--- config.mk ---
export PLATFORM = sky130hd
export DESIGN_NAME = sdlxCore
export DESIGN_NICKNAME = d
export VERILOG_FILES = /design/src/common/sdlxIsaPkg.sv /design/src/common/sdlxPipePkg.sv /design/src/regFile/regFile.sv /design/src/logic/instDecode.sv /design/src/logic/aluExec.sv /design/src/logic/resultWrite.sv /design/src/logic/sdlxCore.sv
export VERILOG_INCLUDE_DIRS = /design/src /design/src/common
export SDC_FILE = /design/constraint.sdc
export NUM_CORES = 1
export LEC_CHECK = 0
export ABC_CLOCK_PERIOD_IN_PS = 5400
export BUFFER_PORTS_ARGS = -buffer_cell sky130_fd_sc_hd__buf_2
export CORE_UTILIZATION = 40
export CTS_BUF_LIST = sky130_fd_sc_hd__clkbuf_4
export DETAILED_ROUTE_END_ITERATION = 12
export PLACE_DENSITY_LB_ADDON = 0.05
export SLEW_MARGIN = 0
export SYNTH_ARGS = -nofsm -noshare
export SYNTH_HDL_FRONTEND = slang
export SYNTH_SLANG_ARGS = --single-unit
--- constraint.sdc ---
create_clock -name Clk -period 5.4 [get_ports Clk]
set_input_delay 0.54 -clock Clk [delete_from_list [all_inputs] [get_ports Clk]]
set_output_delay 0.54 -clock Clk [all_outputs]
set_load 0.03 [all_outputs]
--- src/common/sdlx_macros.svh ---
`ifndef SDLX_MACROS_SVH
`define SDLX_MACROS_SVH

// ************************************************************
// datapath sizes shared by the packages and the RTL
// ************************************************************

// width of one register and of every ALU operand
`define SDLX_DATA_BITS 32

// register index width, enough for eight registers
`define SDLX_REG_BITS 3

// register count including the hardwired zero register
`define SDLX_NUM_REGS 8

`endif

--- src/common/sdlxIsaPkg.sv ---
`include "sdlx_macros.svh"

package sdlxIsaPkg;

        // primary opcodes, any code not listed here is illegal
        typedef enum logic [5:0] {
                opAdd  = 6'h01,
                opSub  = 6'h02,
                opAnd  = 6'h03,
                opOr   = 6'h04,
                opXor  = 6'h05,
                // signed compare
                opSlt  = 6'h06,
                opSll  = 6'h07,
                opSrl  = 6'h08,
                opAddi = 6'h09,
                // imm goes to the upper half
                opLhi  = 6'h0A
        } opcode_e;

        // instruction word layout, msb first
        typedef struct packed {
                opcode_e                  opcode;
                logic [`SDLX_REG_BITS-1:0] rd;
                logic [`SDLX_REG_BITS-1:0] rs1;
                logic [`SDLX_REG_BITS-1:0] rs2;
                // reserved, ignored by decode
                logic                     spare;
                logic [15:0]              imm;
        } instrFields_t;

endpackage

--- src/common/sdlxPipePkg.sv ---
`include "sdlx_macros.svh"

package sdlxPipePkg;

        // operation the execute stage performs
        typedef enum logic [3:0] {
                aluAdd,
                aluSub,
                aluAnd,
                aluOr,
                aluXor,
                aluSlt,
                aluSll,
                aluSrl,
                // result is operand B unchanged, used by lhi
                aluPassB
        } aluOp_e;

        // ************************************************************
        // decode -> execute
        // ************************************************************
        typedef struct packed {
                logic                      valid;
                aluOp_e                    aluOp;
                logic [`SDLX_REG_BITS-1:0]  rd;
                // already low for rd == 0
                logic                      wrEn;
                // source indices kept for forwarding compares
                logic [`SDLX_REG_BITS-1:0]  rs1;
                logic [`SDLX_REG_BITS-1:0]  rs2;
                logic                      useImm;
                // register file values captured at decode
                logic [`SDLX_DATA_BITS-1:0] opA;
                logic [`SDLX_DATA_BITS-1:0] opB;
                logic [`SDLX_DATA_BITS-1:0] imm32;
        } decodedOp_t;

        // execute -> result
        typedef struct packed {
                logic                      valid;
                logic [`SDLX_REG_BITS-1:0]  rd;
                logic                      wrEn;
                logic [`SDLX_DATA_BITS-1:0] value;
        } exResult_t;

        // committed result, also the top level trace
        typedef struct packed {
                logic                      valid;
                logic [`SDLX_REG_BITS-1:0]  rd;
                logic                      wrEn;
                logic [`SDLX_DATA_BITS-1:0] value;
        } wbTrace_t;

endpackage

--- src/regFile/regFile.sv ---
`timescale 1ns/1ps
`include "sdlx_macros.svh"

module regFile (
        input  logic                       Clk,
        input  logic                       rstN,
        input  logic [`SDLX_REG_BITS-1:0]  rdReg1,
        input  logic [`SDLX_REG_BITS-1:0]  rdReg2,
        input  logic [`SDLX_REG_BITS-1:0]  wrtReg,
        input  logic [`SDLX_DATA_BITS-1:0] wrtData,
        input  logic                       regWrite,
        output logic [`SDLX_DATA_BITS-1:0] r1Out,
        output logic [`SDLX_DATA_BITS-1:0] r2Out
);

        // storage for r1..r7 only, r0 has no flops
        logic [`SDLX_DATA_BITS-1:0] regs [1:`SDLX_NUM_REGS-1];

        // full read view, entry 0 tied to zero
        logic [`SDLX_DATA_BITS-1:0] regView [`SDLX_NUM_REGS];

        // write port, index 0 never matches a storage slot
        always_ff @(posedge Clk or negedge rstN) begin
                if (!rstN) begin
                        for (int i = 1; i < `SDLX_NUM_REGS; i++) begin
                                regs[i] <= '0;
                        end
                end else begin
                        for (int i = 1; i < `SDLX_NUM_REGS; i++) begin
                                if (regWrite && (wrtReg == `SDLX_REG_BITS'(i))) begin
                                        regs[i] <= wrtData;
                                end
                        end
                end
        end

        always_comb begin
                regView[0] = '0;
                for (int i = 1; i < `SDLX_NUM_REGS; i++) begin
                        regView[i] = regs[i];
                end
        end

        // two independent combinational read muxes
        assign r1Out = regView[rdReg1];
        assign r2Out = regView[rdReg2];

endmodule

--- src/logic/instDecode.sv ---
`timescale 1ns/1ps
`include "sdlx_macros.svh"

module instDecode (
        input  logic                       Clk,
        input  logic                       rstN,
        input  logic [`SDLX_DATA_BITS-1:0] instr,
        input  logic                       instrValid,
        output logic [`SDLX_REG_BITS-1:0]  rdReg1,
        output logic [`SDLX_REG_BITS-1:0]  rdReg2,
        input  logic [`SDLX_DATA_BITS-1:0] r1Out,
        input  logic [`SDLX_DATA_BITS-1:0] r2Out,
        output sdlxPipePkg::decodedOp_t    decOp,
        output logic                       illegalInstr
);

        import sdlxIsaPkg::*;
        import sdlxPipePkg::*;

        instrFields_t fields;
        decodedOp_t   decNext;
        logic         legal;

        // ************************************************************
        // field split and register file read
        // ************************************************************
        assign fields = instrFields_t'(instr);

        // register file is read in the same cycle the instruction is presented
        assign rdReg1 = fields.rs1;
        assign rdReg2 = fields.rs2;

        // opcode -> alu op, immediate select, immediate form
        always_comb begin
                decNext        = '0;
                legal          = 1'b1;
                decNext.aluOp  = aluAdd;
                decNext.useImm = 1'b0;
                // sign extended by default, only lhi differs
                decNext.imm32  = {{(`SDLX_DATA_BITS-16){fields.imm[15]}}, fields.imm};
                case (fields.opcode)
                        opAdd: decNext.aluOp = aluAdd;
                        opSub: decNext.aluOp = aluSub;
                        opAnd: decNext.aluOp = aluAnd;
                        opOr:  decNext.aluOp = aluOr;
                        opXor: decNext.aluOp = aluXor;
                        opSlt: decNext.aluOp = aluSlt;
                        opSll: decNext.aluOp = aluSll;
                        opSrl: decNext.aluOp = aluSrl;
                        opAddi: begin
                                decNext.aluOp  = aluAdd;
                                decNext.useImm = 1'b1;
                        end
                        opLhi: begin
                                // imm in the upper half, low half zero
                                decNext.aluOp  = aluPassB;
                                decNext.useImm = 1'b1;
                                decNext.imm32  = {fields.imm, 16'h0000};
                        end
                        default: legal = 1'b0;
                endcase

                decNext.valid = instrValid && legal;
                // r0 writes are dropped here and nowhere else
                decNext.wrEn  = instrValid && legal && (fields.rd != '0);
                decNext.rd    = fields.rd;
                decNext.rs1   = fields.rs1;
                decNext.rs2   = fields.rs2;
                decNext.opA   = r1Out;
                decNext.opB   = r2Out;
        end

        // edge 1, control bits reset, operands are plain payload
        always_ff @(posedge Clk or negedge rstN) begin
                if (!rstN) begin
                        decOp.valid  <= 1'b0;
                        decOp.wrEn   <= 1'b0;
                        illegalInstr <= 1'b0;
                end else begin
                        decOp        <= decNext;
                        // one cycle pulse, the op itself travels on as invalid
                        illegalInstr <= instrValid && !legal;
                end
        end

endmodule

--- src/logic/aluExec.sv ---
`timescale 1ns/1ps
`include "sdlx_macros.svh"

module aluExec (
        input  logic                    Clk,
        input  logic                    rstN,
        input  sdlxPipePkg::decodedOp_t decOp,
        input  sdlxPipePkg::wbTrace_t   wbTrace,
        output sdlxPipePkg::exResult_t  exRes
);

        import sdlxPipePkg::*;

        logic [`SDLX_DATA_BITS-1:0] srcA;
        logic [`SDLX_DATA_BITS-1:0] srcB;
        logic [`SDLX_DATA_BITS-1:0] opB;
        logic [`SDLX_DATA_BITS-1:0] aluOut;

        // ************************************************************
        // operand forwarding
        // ************************************************************

        // newest producer wins: own result reg first, then the trace reg
        function automatic logic [`SDLX_DATA_BITS-1:0] fwdSel(
                input logic [`SDLX_REG_BITS-1:0]  idx,
                input logic [`SDLX_DATA_BITS-1:0] captured
        );
                logic [`SDLX_DATA_BITS-1:0] sel;
                sel = captured;
                // wrEn is never set for rd 0, so r0 is never forwarded
                if (exRes.wrEn && (exRes.rd == idx)) begin
                        sel = exRes.value;
                end else if (wbTrace.wrEn && (wbTrace.rd == idx)) begin
                        sel = wbTrace.value;
                end
                return sel;
        endfunction

        always_comb begin
                srcA = fwdSel(decOp.rs1, decOp.opA);
                srcB = fwdSel(decOp.rs2, decOp.opB);
        end

        // immediate replaces B for addi and lhi
        assign opB = decOp.useImm ? decOp.imm32 : srcB;

        // ************************************************************
        // ALU
        // ************************************************************
        always_comb begin
                case (decOp.aluOp)
                        aluAdd:   aluOut = srcA + opB;
                        aluSub:   aluOut = srcA - opB;
                        aluAnd:   aluOut = srcA & opB;
                        aluOr:    aluOut = srcA | opB;
                        aluXor:   aluOut = srcA ^ opB;
                        // signed compare, result is 0 or 1
                        aluSlt:   aluOut = {{(`SDLX_DATA_BITS-1){1'b0}},
                                            ($signed(srcA) < $signed(opB))};
                        // shift amount from the low 5 bits of B
                        aluSll:   aluOut = srcA << opB[4:0];
                        aluSrl:   aluOut = srcA >> opB[4:0];
                        aluPassB: aluOut = opB;
                        default:  aluOut = '0;
                endcase
        end

        // edge 2, valid and wrEn reset, rd and value carried as payload
        always_ff @(posedge Clk or negedge rstN) begin
                if (!rstN) begin
                        exRes.valid <= 1'b0;
                        exRes.wrEn  <= 1'b0;
                end else begin
                        exRes.valid <= decOp.valid;
                        exRes.wrEn  <= decOp.wrEn;
                        exRes.rd    <= decOp.rd;
                        exRes.value <= aluOut;
                end
        end

endmodule

--- src/logic/resultWrite.sv ---
`timescale 1ns/1ps
`include "sdlx_macros.svh"

module resultWrite (
        input  logic                       Clk,
        input  logic                       rstN,
        input  sdlxPipePkg::exResult_t     exRes,
        output logic [`SDLX_REG_BITS-1:0]  wrtReg,
        output logic [`SDLX_DATA_BITS-1:0] wrtData,
        output logic                       regWrite,
        output sdlxPipePkg::wbTrace_t      wbTrace
);

        import sdlxPipePkg::*;

        wbTrace_t traceNext;

        // register file write, lands on edge 3
        assign wrtReg   = exRes.rd;
        assign wrtData  = exRes.value;
        assign regWrite = exRes.valid && exRes.wrEn;

        always_comb begin
                traceNext.valid = exRes.valid;
                traceNext.rd    = exRes.rd;
                // wrEn low here marks a trace without a register write
                traceNext.wrEn  = exRes.valid && exRes.wrEn;
                traceNext.value = exRes.value;
        end

        // trace reg doubles as the second forwarding level
        always_ff @(posedge Clk or negedge rstN) begin
                if (!rstN) begin
                        wbTrace.valid <= 1'b0;
                        wbTrace.wrEn  <= 1'b0;
                end else begin
                        wbTrace <= traceNext;
                end
        end

endmodule

--- src/logic/sdlxCore.sv ---
`timescale 1ns/1ps
`include "sdlx_macros.svh"

module sdlxCore (
        input  logic                       Clk,
        input  logic                       rstN,
        input  logic [`SDLX_DATA_BITS-1:0] instr,
        input  logic                       instrValid,
        output logic                       wbValid,
        output logic [`SDLX_REG_BITS-1:0]  wbReg,
        output logic [`SDLX_DATA_BITS-1:0] wbData,
        output logic                       illegalInstr
);

        import sdlxPipePkg::*;

        // ************************************************************
        // stage to stage and register file nets
        // ************************************************************
        logic [`SDLX_REG_BITS-1:0]  rdReg1;
        logic [`SDLX_REG_BITS-1:0]  rdReg2;
        logic [`SDLX_DATA_BITS-1:0] r1Out;
        logic [`SDLX_DATA_BITS-1:0] r2Out;
        logic [`SDLX_REG_BITS-1:0]  wrtReg;
        logic [`SDLX_DATA_BITS-1:0] wrtData;
        logic                       regWrite;
        decodedOp_t                 decOp;
        exResult_t                  exRes;
        wbTrace_t                   wbTrace;

        // decode, reads the register file
        instDecode uDecode (
                .Clk(Clk),
                .rstN(rstN),
                .instr(instr),
                .instrValid(instrValid),
                .rdReg1(rdReg1),
                .rdReg2(rdReg2),
                .r1Out(r1Out),
                .r2Out(r2Out),
                .decOp(decOp),
                .illegalInstr(illegalInstr)
        );

        regFile uRegFile (
                .Clk(Clk),
                .rstN(rstN),
                .rdReg1(rdReg1),
                .rdReg2(rdReg2),
                .wrtReg(wrtReg),
                .wrtData(wrtData),
                .regWrite(regWrite),
                .r1Out(r1Out),
                .r2Out(r2Out)
        );

        // execute gets the trace back for forwarding
        aluExec uExec (
                .Clk(Clk),
                .rstN(rstN),
                .decOp(decOp),
                .wbTrace(wbTrace),
                .exRes(exRes)
        );

        resultWrite uResult (
                .Clk(Clk),
                .rstN(rstN),
                .exRes(exRes),
                .wrtReg(wrtReg),
                .wrtData(wrtData),
                .regWrite(regWrite),
                .wbTrace(wbTrace)
        );

        // trace out to the pins
        assign wbValid = wbTrace.valid;
        assign wbReg   = wbTrace.rd;
        assign wbData  = wbTrace.value;

endmodule

==> impl_metrics.tcl, run 1 <==
set metrics [dict create \
    synth_flop_cell "dfrtp_1" \
    dieHeight_um 267.1 \
    drv_slew 0 \
    p_per_area_mw_per_mm2 270.8 \
    cpPeakStageDelay_ps 580 \
    cts.sinks 411 \
    tritoncts "built" \
    track_usage 0.3236 \
    ff2ff_path_depth 19 \
    cpMostUsedCell "buf_4" \
    drt_iter0_markers 2270 \
    globalplace.congestion 1.017 \
    synthArstFlopShare 0.5620 \
    peakVddDrop_mv 0.1818 \
    start_util 0.4069 \
    crit_type "reg -> reg" \
    cts_buffers 114 \
    status "complete, no violations" \
    swShare 0.3431 \
    stdcell_count 4008 \
    ios 72 \
    area_growth_pct 16.56 \
    rr_endpoint "uExec.exRes[31]" \
    htree_levels 3 \
    leakage_nw 14.59 \
    synthCells 2722 \
    fin_util 0.4742 \
    seq_area_mm2 0.01119 \
    combinationalPowerShare 0.246 \
    worst_ep_required_time_ps 6010 \
    grt_overflow 0 \
    worst_slew_pin_slew_ps 1158 \
    grt_pass1_vias 24010 \
    endpoint "uExec.exRes[31]" \
    clock_skew_ps 122.2 \
    clk_pin_slew_ps 70 \
    grt_pass1_wl_mm 168.1 \
    power.total_w 0.008870 \
    ys.warnings.count 0 \
    rsz0062_at_grt "true" \
    min_period_ps 5217 \
    crit_chain "xor2_1 -> or4b_4 -> buf_4 -> buf_4 -> mux2i_1 -> a211oi_1 -> buf_4 -> a21oi_1 -> ha_1 -> inv_1 -> a221oi_2 -> nand2b_1 -> a31oi_1 -> buf_4 -> a41o_1 -> a311o_1 -> and3_1 -> a2111oi_2 -> o211ai_1" \
    layout_common_cells "313 x mux2_2, 276 x buf_4, 231 x dfrtp_1" \
    min_path_type "in -> reg" \
    antenna_found_initial 4 \
    dr.pass1.iters 6 \
    hold-worst-slack_ps 77.94 \
    fin_setup_tns_ps 0 \
    cap_violations 0 \
    slowest_stage "or4b_4" \
    path_max_fanout 9 \
    start_kind "register" \
    fin_crit_sh 0.9661 \
    vias 24370 \
    r2r-start "uResult.wbTrace[34]" \
    critical_path_depth 19 \
    routed_wl_mm 115.7 \
    multi_input_area_mm2 0.01562 \
    fin_nets 3110 \
    intPower_w 0.005827 \
    crit_arrival_ps 5830 \
    vias_per_cell 6.080 \
    final_hold_viol_count 0 \
    wl_per_cell_um 28.87 \
    dpl.cell_count 3769 \
    drive_above_1_share 0.3179 \
    netlist-cell-type-count 82 \
    startpoint "uResult.wbTrace[34]" \
    clock_path_buffers 3 \
    cp-end-kind "register" \
    synth_edf_count 180 \
    reg2reg_slack_ps 180 \
    postRouteAntennaNets 0 \
    hpwl_mm 83.82 \
    die_w_um 267.1 \
    cts_root_buffer "clkbuf_4" \
    num-fill-cells 6573 \
    insertion_delay_ps 920 \
    drc_errors 0 \
    postSynthAreaPerCell_um2 10.32 \
    port_buffers 70 \
    slew-limit-headroom 0.2059 \
    path_delay_family "compound AO/OA/AOI/OAI gates" \
    synth-seq-area-share 0.3981 \
    p_seq_frac 0.416 \
    setup_viol 0 \
    crit_buf_inv 5 \
    row_count 96 \
    dieArea_mm2 0.07132 \
    power.switching_w 0.003043 \
    max_freq_mhz 191.7 \
    coreArea_mm2 0.06907 \
    grt_max_degree 98 \
    synth-seq-cells 411 \
    synth_area_mm2 0.02810 \
    p_clk_frac 0.337 \
    syn-num-nets 2856 \
    final_common_cell "mux2_2" \
]
==> cell type report <==
class                           instances  area share
Inverter                              123     0.01417
Clock inverter                         34    0.005959
Multi-Input combinational cell       1956      0.4768
Sequential cell                       411      0.3415
Antenna cell                            4   0.0003056
Timing Repair Buffer                  370     0.08465
Tap cell                              931     0.03556
Clock buffer                          179     0.04103
==> synthesized netlist by cell type (all sizes together) (6+ instances only) <==
library cell / number / area (um2)
o31ai: 15 / 140.1
a2111oi: 9 / 85.08
nand2b: 16 / 100.1
xor2: 6 / 52.55
edfxtp: 180 / 5405
mux4: 64 / 1441
ha: 97 / 1214
o2111ai: 7 / 61.31
o21ai: 133 / 665.6
a22oi: 65 / 488.0
nor3: 47 / 235.2
o211ai: 19 / 142.6
a31oi: 18 / 112.6
nor2b: 12 / 75.07
mux2i: 147 / 1475
o221a: 7 / 78.83
xnor2: 20 / 175.2
nand4: 14 / 87.58
clkbuf: 144 / 540.5
dfrtp: 231 / 5781
and2: 23 / 143.9
nor4: 14 / 87.58
mux2: 313 / 3525
a211oi: 37 / 287.8
o22ai: 30 / 187.7
a221o: 11 / 110.1
nor2: 192 / 720.7
buf: 88 / 526.8
o221ai: 20 / 175.2
nand3: 36 / 180.2
nand2: 198 / 745.7
o21bai: 13 / 97.59
inv: 123 / 464.2
or3: 9 / 56.30
a221oi: 58 / 508.0
a21o: 35 / 262.8
a21oi: 189 / 945.9
==> registers in the layout (all words and copies together), names as in the netlist <==
| register | flops |
|---|---|
| uDecode.illegalInstr | 1 |
| uDecode.decOp | 112 |
| uRegFile.regView | 224 |
| uExec.exRes | 37 |
| uResult.wbTrace | 37 |
==> worst min-delay path, delay by kind of cell <==
kind	cells	cell delay, ps
buf+inv	1	150
simple gates	1	120
compound gates	1	140
==> metal layers <==
| layer | global-route usage | vias up | share of wire |
|---|---|---|---|
| met3 | 0.05682 | 251 | 0.068 |
| met5 | 0 | - | 0.00011 |
| li1 | - | 10830 | - |
| met4 | 0.1365 | 2 | 0.045 |
| met2 | 0.4907 | 1021 | 0.44 |
| met1 | 0.4536 | 12260 | 0.45 |
==> logic make-up (layout without fill, tap and decap cells) <==
| family | Yosys count | in the layout | share of synthesized area |
|---|---|---|---|
| compound gates | 719 | 719 | 0.1715 |
| xor+xnor | 26 | 26 | 0.008104 |
| fa+ha+maj | 99 | 99 | 0.04461 |
| buf+inv | 355 | 706 | 0.05450 |
| flops | 411 | 411 | 0.3981 |
| mux | 524 | 524 | 0.2292 |
| other cells | 0 | 4 | 0 |
| simple gates | 588 | 588 | 0.09404 |
==> how the worst min path moves through the flow <==
| stage | from | to | slack [ps] | depth (start not counted) |
|---|---|---|---|---|
| after global placement | uDecode.decOp[111] | uExec.exRes[36] | 330 | 0 |
| after global routing | instr[6] | uDecode.decOp[22] | 30 | 2 |
| after CTS | instr[30] | uDecode.decOp[108] | 10 | 3 |
| after detailed placement | uDecode.decOp[111] | uExec.exRes[36] | 330 | 0 |
| after floorplan | rstN | uDecode.decOp[103] | 240 | 0 |
| final | instr[29] | uDecode.illegalInstr | 80 | 3 |
==> through the flow <==
step / cell area, um2 / worst slack, ps
after floorplan: 28120 / 3.896
after global placement: 30870 / -124.8
after detailed placement: 30870 / -193.1
after CTS: 32670 / -12.82
after global routing: 32750 / -2.755
final: 32750 / 182.8
==> power groups by stage <==
| stage | Sequential (W) | Combinational [W] | Clock [W] |
|---|---|---|---|
| floorplan | 0.00362 | 0.00120 | 0 |
| global route | 0.00371 | 0.00231 | 0.00325 |
| global placement | 0.00373 | 0.00210 | 0 |
| CTS | 0.00368 | 0.00213 | 0.00310 |
| detailed placement | 0.00374 | 0.00209 | 0 |
| finish | 0.00369 | 0.00219 | 0.00299 |
==> repair_timing <==
action | CTS | global route
cloned | 0 | 0
hold buffers | 20 | 0
hold endpoints to repair | 76 | 0
pin swaps | 4 | 5
setup buffers | 1 | 1
resized for setup | 15 | 15
endpoints found under the setup margin | 10 | 22
Power figures use the tool's default switching activity.
==> run 2, diff against run 1 <==
REMOVE_ABC_BUFFERS = 1   (was not set)
==> impl_metrics.tcl, run 2 (same netlist as run 1, synthesis figures left out) <==
set metrics [dict create \
    hp-start "instr[5]" \
    tritoncts "built" \
    status "complete, no violations" \
    row_count 96 \
    crit_arrival_ps 5840 \
    drive_above_1_share 0.3254 \
    fin_nets 3139 \
    seq_area_mm2 0.01119 \
    dr.pass1.iters 5 \
    stdcell_count 4036 \
    grt_pass1_wl_mm 168.6 \
    grt_max_degree 105 \
    cts_root_buffer "clkbuf_4" \
    layout_common_cells "313 x mux2_2, 308 x buf_4, 231 x dfrtp_1" \
    htree_levels 3 \
    worst_ep_required_time_ps 6040 \
    slew-limit-headroom 0.3334 \
    cts_buffers 111 \
    ios 72 \
    dieArea_mm2 0.07132 \
    routed_wl_mm 115.1 \
    crit_type "reg -> reg" \
    start_util 0.4069 \
    setup_viol 0 \
    track_usage 0.3242 \
    vias_per_cell 6.062 \
    clk_pin_slew_ps 70 \
    clock_skew_ps 83.23 \
    grt_pass1_vias 24420 \
    p_per_area_mw_per_mm2 266.6 \
    drc_errors 0 \
    insertion_delay_ps 890 \
    placed_area_mm2 0.03111 \
    clock_path_buffers 3 \
    postLayoutCellArea_mm2 0.03293 \
    fin_crit_sh 0.9640 \
    coreArea_mm2 0.06907 \
    leakage_nw 14.72 \
    hpwl_mm 83.31 \
    ff2ff_path_depth 20 \
    final_common_cell "mux2_2" \
    power.total_w 0.008779 \
    postRouteAntennaNets 0 \
    cp-end-kind "register" \
    setup_ws_ps 194.5 \
    whs_endpoint "uDecode.decOp[5]" \
    antenna_found_initial 3 \
    rr_endpoint "uExec.exRes[22]" \
    r2r-start "uResult.wbTrace[34]" \
    globalplace.congestion 1.016 \
    multi_input_area_mm2 0.01561 \
    cpPeakStageDelay_ps 570 \
    max_freq_mhz 192.1 \
    path_delay_family "compound AO/OA/AOI/OAI gates" \
    path_max_fanout 10 \
    port_buffers 70 \
    slowest_stage "or4b_4" \
    start_kind "register" \
    peakVddDrop_mv 0.1575 \
    cap_violations 0 \
    wl_per_cell_um 28.53 \
    die_w_um 267.1 \
    pre_cts_ws_ps -349.1 \
    num-fill-cells 6591 \
    final_hold_viol_count 0 \
    cts.sinks 411 \
    grt_overflow 0 \
    dpl.cell_count 3805 \
    min_path_type "in -> reg" \
    worst_slew_pin_slew_ps 996.9 \
    reg2reg_slack_ps 190 \
    crit_chain "xor2_1 -> or4b_4 -> buf_6 -> a211oi_1 -> buf_4 -> o31ai_4 -> fa_2 -> or3b_2 -> a21bo_2 -> a311oi_1 -> buf_4 -> o21ai_1 -> a31oi_1 -> buf_4 -> a21o_1 -> a211oi_1 -> or3_1 -> a221oi_1 -> buf_4 -> nand2_1" \
    vias 24470 \
    crit_buf_inv 5 \
    largest_reg_flops 224 \
    hold_depth 2 \
    dieHeight_um 267.1 \
    drt_iter0_markers 2394 \
    cpMostUsedCell "buf_4" \
    drv_slew 0 \
    area_growth_pct 17.20 \
    min_period_ps 5205 \
]
-- run 2: cell count changes in the layout (fill, tap and decap cells not counted), sizes merged, moves of 3 or more --
cell	before	now
dlygate4sd3	20	16
buf	350	386
clkbuf	179	173
inv	125	128
-- run 2: power by group --
| group | internal, W | total (W) | switching (W) |
|---|---|---|---|
| Combinational | 0.000834 | 0.00224 | 0.00141 |
| Clock | 0.00147 | 0.00285 | 0.00138 |
| Sequential | 0.00347 | 0.00368 | 0.000216 |
-- run 2: metal layers --
metal	wire length, um	part of all wire	track usage
met1	53450	0.46	0.4754
met2	49860	0.43	0.4785
met3	7378	0.064	0.04754
met4	4457	0.039	0.1272
met5	0	0	0
-- run 2: worst max path at each step --
stage                        start              end  slack (ps)  depth (start not counted)
2_1_floorplan  uResult.wbTrace[33]  uExec.exRes[23]       -4880                         16
3_3_place_gp   uResult.wbTrace[34]  uExec.exRes[31]        -280                         20
3_5_place_dp   uResult.wbTrace[34]  uExec.exRes[31]        -350                         20
4_1_cts        uResult.wbTrace[34]  uExec.exRes[31]          20                         21
5_1_grt        uResult.wbTrace[35]  uExec.exRes[30]         -20                         21
6_report       uResult.wbTrace[34]  uExec.exRes[22]         190                         20
-- run 2: area by class of cell --
type / count / share of cell area
timing repair buffer: 402 / 0.09186
tap: 931 / 0.03537
multi-input combinational: 1956 / 0.4739
inverter: 123 / 0.01409
sequential: 411 / 0.3396
clock buffer: 173 / 0.03943
antenna: 4 / 0.0003039
clock inverter: 36 / 0.005357
-- run 2: through the flow --
step | utilization | TNS (ps) | hold slack, ps
3_3_place_gp | 0.4505 | -1410 | 336.0
6_report | 0.4768 | 0 | 105.2
5_1_grt | 0.4768 | -53.27 | 38.28
3_5_place_dp | 0.4505 | -2165 | 337.2
2_1_floorplan | - | -124910 | 244.4
4_1_cts | 0.4749 | 0 | 0.9153
-- run 2: worst reg2reg max path: cells and delay by family (launching register included) --
kind | cells | cell delay (ps)
flops | 1 | 400
xor+xnor | 1 | 200
fa+ha+maj | 1 | 380
simple gates | 4 | 1490
compound gates | 9 | 1690
buf+inv | 5 | 850
-- run 2: what timing repair did --
item                                    4_1_cts  5_1_grt
hold buffers                                 16        0
gates resized for setup                      14       27
buffers inserted                              1        1
pin swaps                                     3        1
hold endpoints to repair                     69        0
endpoints found under the setup margin       16       21
==> run 3, diff against run 2 <==
ABC_CLOCK_PERIOD_IN_PS = 5300   (was 5400)
clock period = 5.3 ns   (was 5.4 ns; I/O delays follow)
==> impl_metrics.tcl, run 3 (same netlist as run 1, synthesis figures left out) <==
set metrics [dict create \
    routed_wl_mm 117.9 \
    setup_ws_ps 55.07 \
    slew-limit-headroom 0.3147 \
    postRouteAntennaNets 0 \
    clk_pin_slew_ps 70 \
    die_w_um 267.1 \
    insertion_delay_ps 910 \
    drv_slew 0 \
    track_usage 0.3301 \
    r2r-start "uResult.wbTrace[34]" \
    status "complete, no violations" \
    crit_type "reg -> reg" \
    pre_cts_ws_ps -446.3 \
    path_max_fanout 11 \
    cp-end-kind "register" \
    min_period_ps 5245 \
    path_delay_family "compound AO/OA/AOI/OAI gates" \
    vias_per_cell 6.143 \
    globalplace.congestion 0.9957 \
    p_per_area_mw_per_mm2 275.6 \
    clock_path_buffers 3 \
    largest_reg_flops 224 \
    worst_slew_pin_slew_ps 1028 \
    fin_nets 3140 \
    slowest_stage "or4b_4" \
    dieHeight_um 267.1 \
    peakVddDrop_mv 0.2350 \
    worst_ep_required_time_ps 5950 \
    port_buffers 70 \
    hold-worst-slack_ps 73.56 \
    layout_common_cells "313 x mux2_2, 302 x buf_4, 231 x dfrtp_1" \
    htree_levels 3 \
    wl_per_cell_um 29.22 \
    startpoint "uResult.wbTrace[34]" \
    grt_max_degree 125 \
    leakage_nw 14.79 \
    tritoncts "built" \
    cap_violations 0 \
    fin_crit_sh 0.9896 \
    dr.pass1.iters 8 \
    grt_pass1_vias 24530 \
    row_count 96 \
    drive_above_1_share 0.3294 \
    crit_chain "xor2_1 -> or4b_4 -> buf_4 -> buf_12 -> mux2i_1 -> a211oi_1 -> a21o_1 -> ha_1 -> nor2b_1 -> a221oi_2 -> nand2b_1 -> a31oi_1 -> buf_4 -> a41o_1 -> a311o_1 -> and3_1 -> a2111oi_1 -> o211ai_1" \
    vias 24780 \
    dieArea_mm2 0.07132 \
    hpwl_mm 84.49 \
    ios 72 \
    drc_errors 0 \
    drt_iter0_markers 2632 \
    cts_buffers 111 \
    clock_skew_ps 121.7 \
    antenna_found_initial 5 \
    crit_buf_inv 3 \
    min_path_type "in -> reg" \
    area_growth_pct 17.98 \
    cpPeakStageDelay_ps 570 \
    grt_overflow 0 \
    final_hold_viol_count 0 \
    rsz0062_at_grt "true" \
    start_util 0.4069 \
    cts_root_buffer "clkbuf_4" \
    start_kind "register" \
    coreArea_mm2 0.06907 \
    cpMostUsedCell "buf_4" \
    final_common_cell "mux2_2" \
    hp-start "instr[8]" \
    crit_arrival_ps 5890 \
    setup_viol 0 \
    grt_pass1_wl_mm 170.4 \
    max_freq_mhz 190.7 \
    cts.sinks 411 \
]
-- run 3: cell types whose count changed in the layout (fill, tap and decap cells not counted), sizes merged --
| cell | previous run | this run |
|---|---|---|
| clkbuf | 173 | 183 |
| diode | 4 | 3 |
| bufinv | 0 | 2 |
| buf | 386 | 381 |
| inv | 128 | 127 |
| dlygate4sd3 | 16 | 22 |
| clkinv | 31 | 17 |
| clkinvlp | 0 | 1 |
-- run 3: power by group --
part,internal (W),switching (W),total [W]
clock,0.00165,0.00143,0.00308
combinational,0.000858,0.00144,0.00230
sequential,0.00353,0.000224,0.00375
total,0.00604,0.00310,0.00914
-- run 3: worst paths after layout --
check	end	slack (ps)	cells past startpoint
max	uExec.exRes[31]	60	18
min	uDecode.decOp[8]	70	2
max reg2reg	uExec.exRes[31]	60	18
min reg2reg	uExec.exRes[36]	360	0
max in group asynchronous	uRegFile.regView[111]	3680	3
min in group asynchronous	uRegFile.regView[40]	230	2
-- run 3: layer usage --
layer | vias up | part of all wire | track usage
met4 | 2 | 0.044 | 0.1409
met2 | 1143 | 0.43 | 0.4899
met5 | - | 0.00023 | 0
li1 | 10850 | - | -
met3 | 252 | 0.070 | 0.05011
met1 | 12530 | 0.45 | 0.4766
-- run 3: repair_timing --
item | CTS | global route
pin swaps | 1 | 4
endpoints found under the hold margin | 82 | 0
setup endpoints to repair | 15 | 22
setup buffers | 1 | 0
hold buffers | 22 | 0
gates resized for setup | 11 | 41
-- run 3: layout make-up --
cell class / count / area [um2]
Inverter: 123 / 464.2
Timing Repair Buffer: 403 / 3079
Fill cell: 6532 / 35910
Clock inverter: 24 / 167.7
Tap cell: 931 / 1165
Antenna cell: 3 / 7.507
Multi-Input combinational cell: 1956 / 15710
Sequential cell: 411 / 11190
Clock buffer: 183 / 1374
-- run 3: worst register-to-register path, cell delays in order (launching register included) --
cell       delay (ps)
edfxtp_1          420
xor2_1            200
or4b_4            570
buf_4             190
buf_12            160
mux2i_1           120
a211oi_1          250
a21o_1            330
ha_1              310
nor2b_1           150
a221oi_2          300
nand2b_1          180
a31oi_1           110
buf_4             190
a41o_1            320
a311o_1           420
and3_1            230
a2111oi_1         410
o211ai_1          150
-- run 3: through the flow --
step | total power, W | instances | util | area (um2) | TNS (ps)
floorplan | 0.004810 | 2490 | - | 27030 | -128110
CTS | 0.009133 | 4031 | 0.4771 | 32950 | -352.6
global route | 0.009539 | 4033 | 0.4800 | 33150 | -95.02
finish | 0.009138 | 4034 | 0.4800 | 33150 | 0
detailed placement | 0.005984 | 3801 | 0.4508 | 31140 | -2305
global placement | 0.005986 | 3801 | 0.4508 | 31140 | -1629
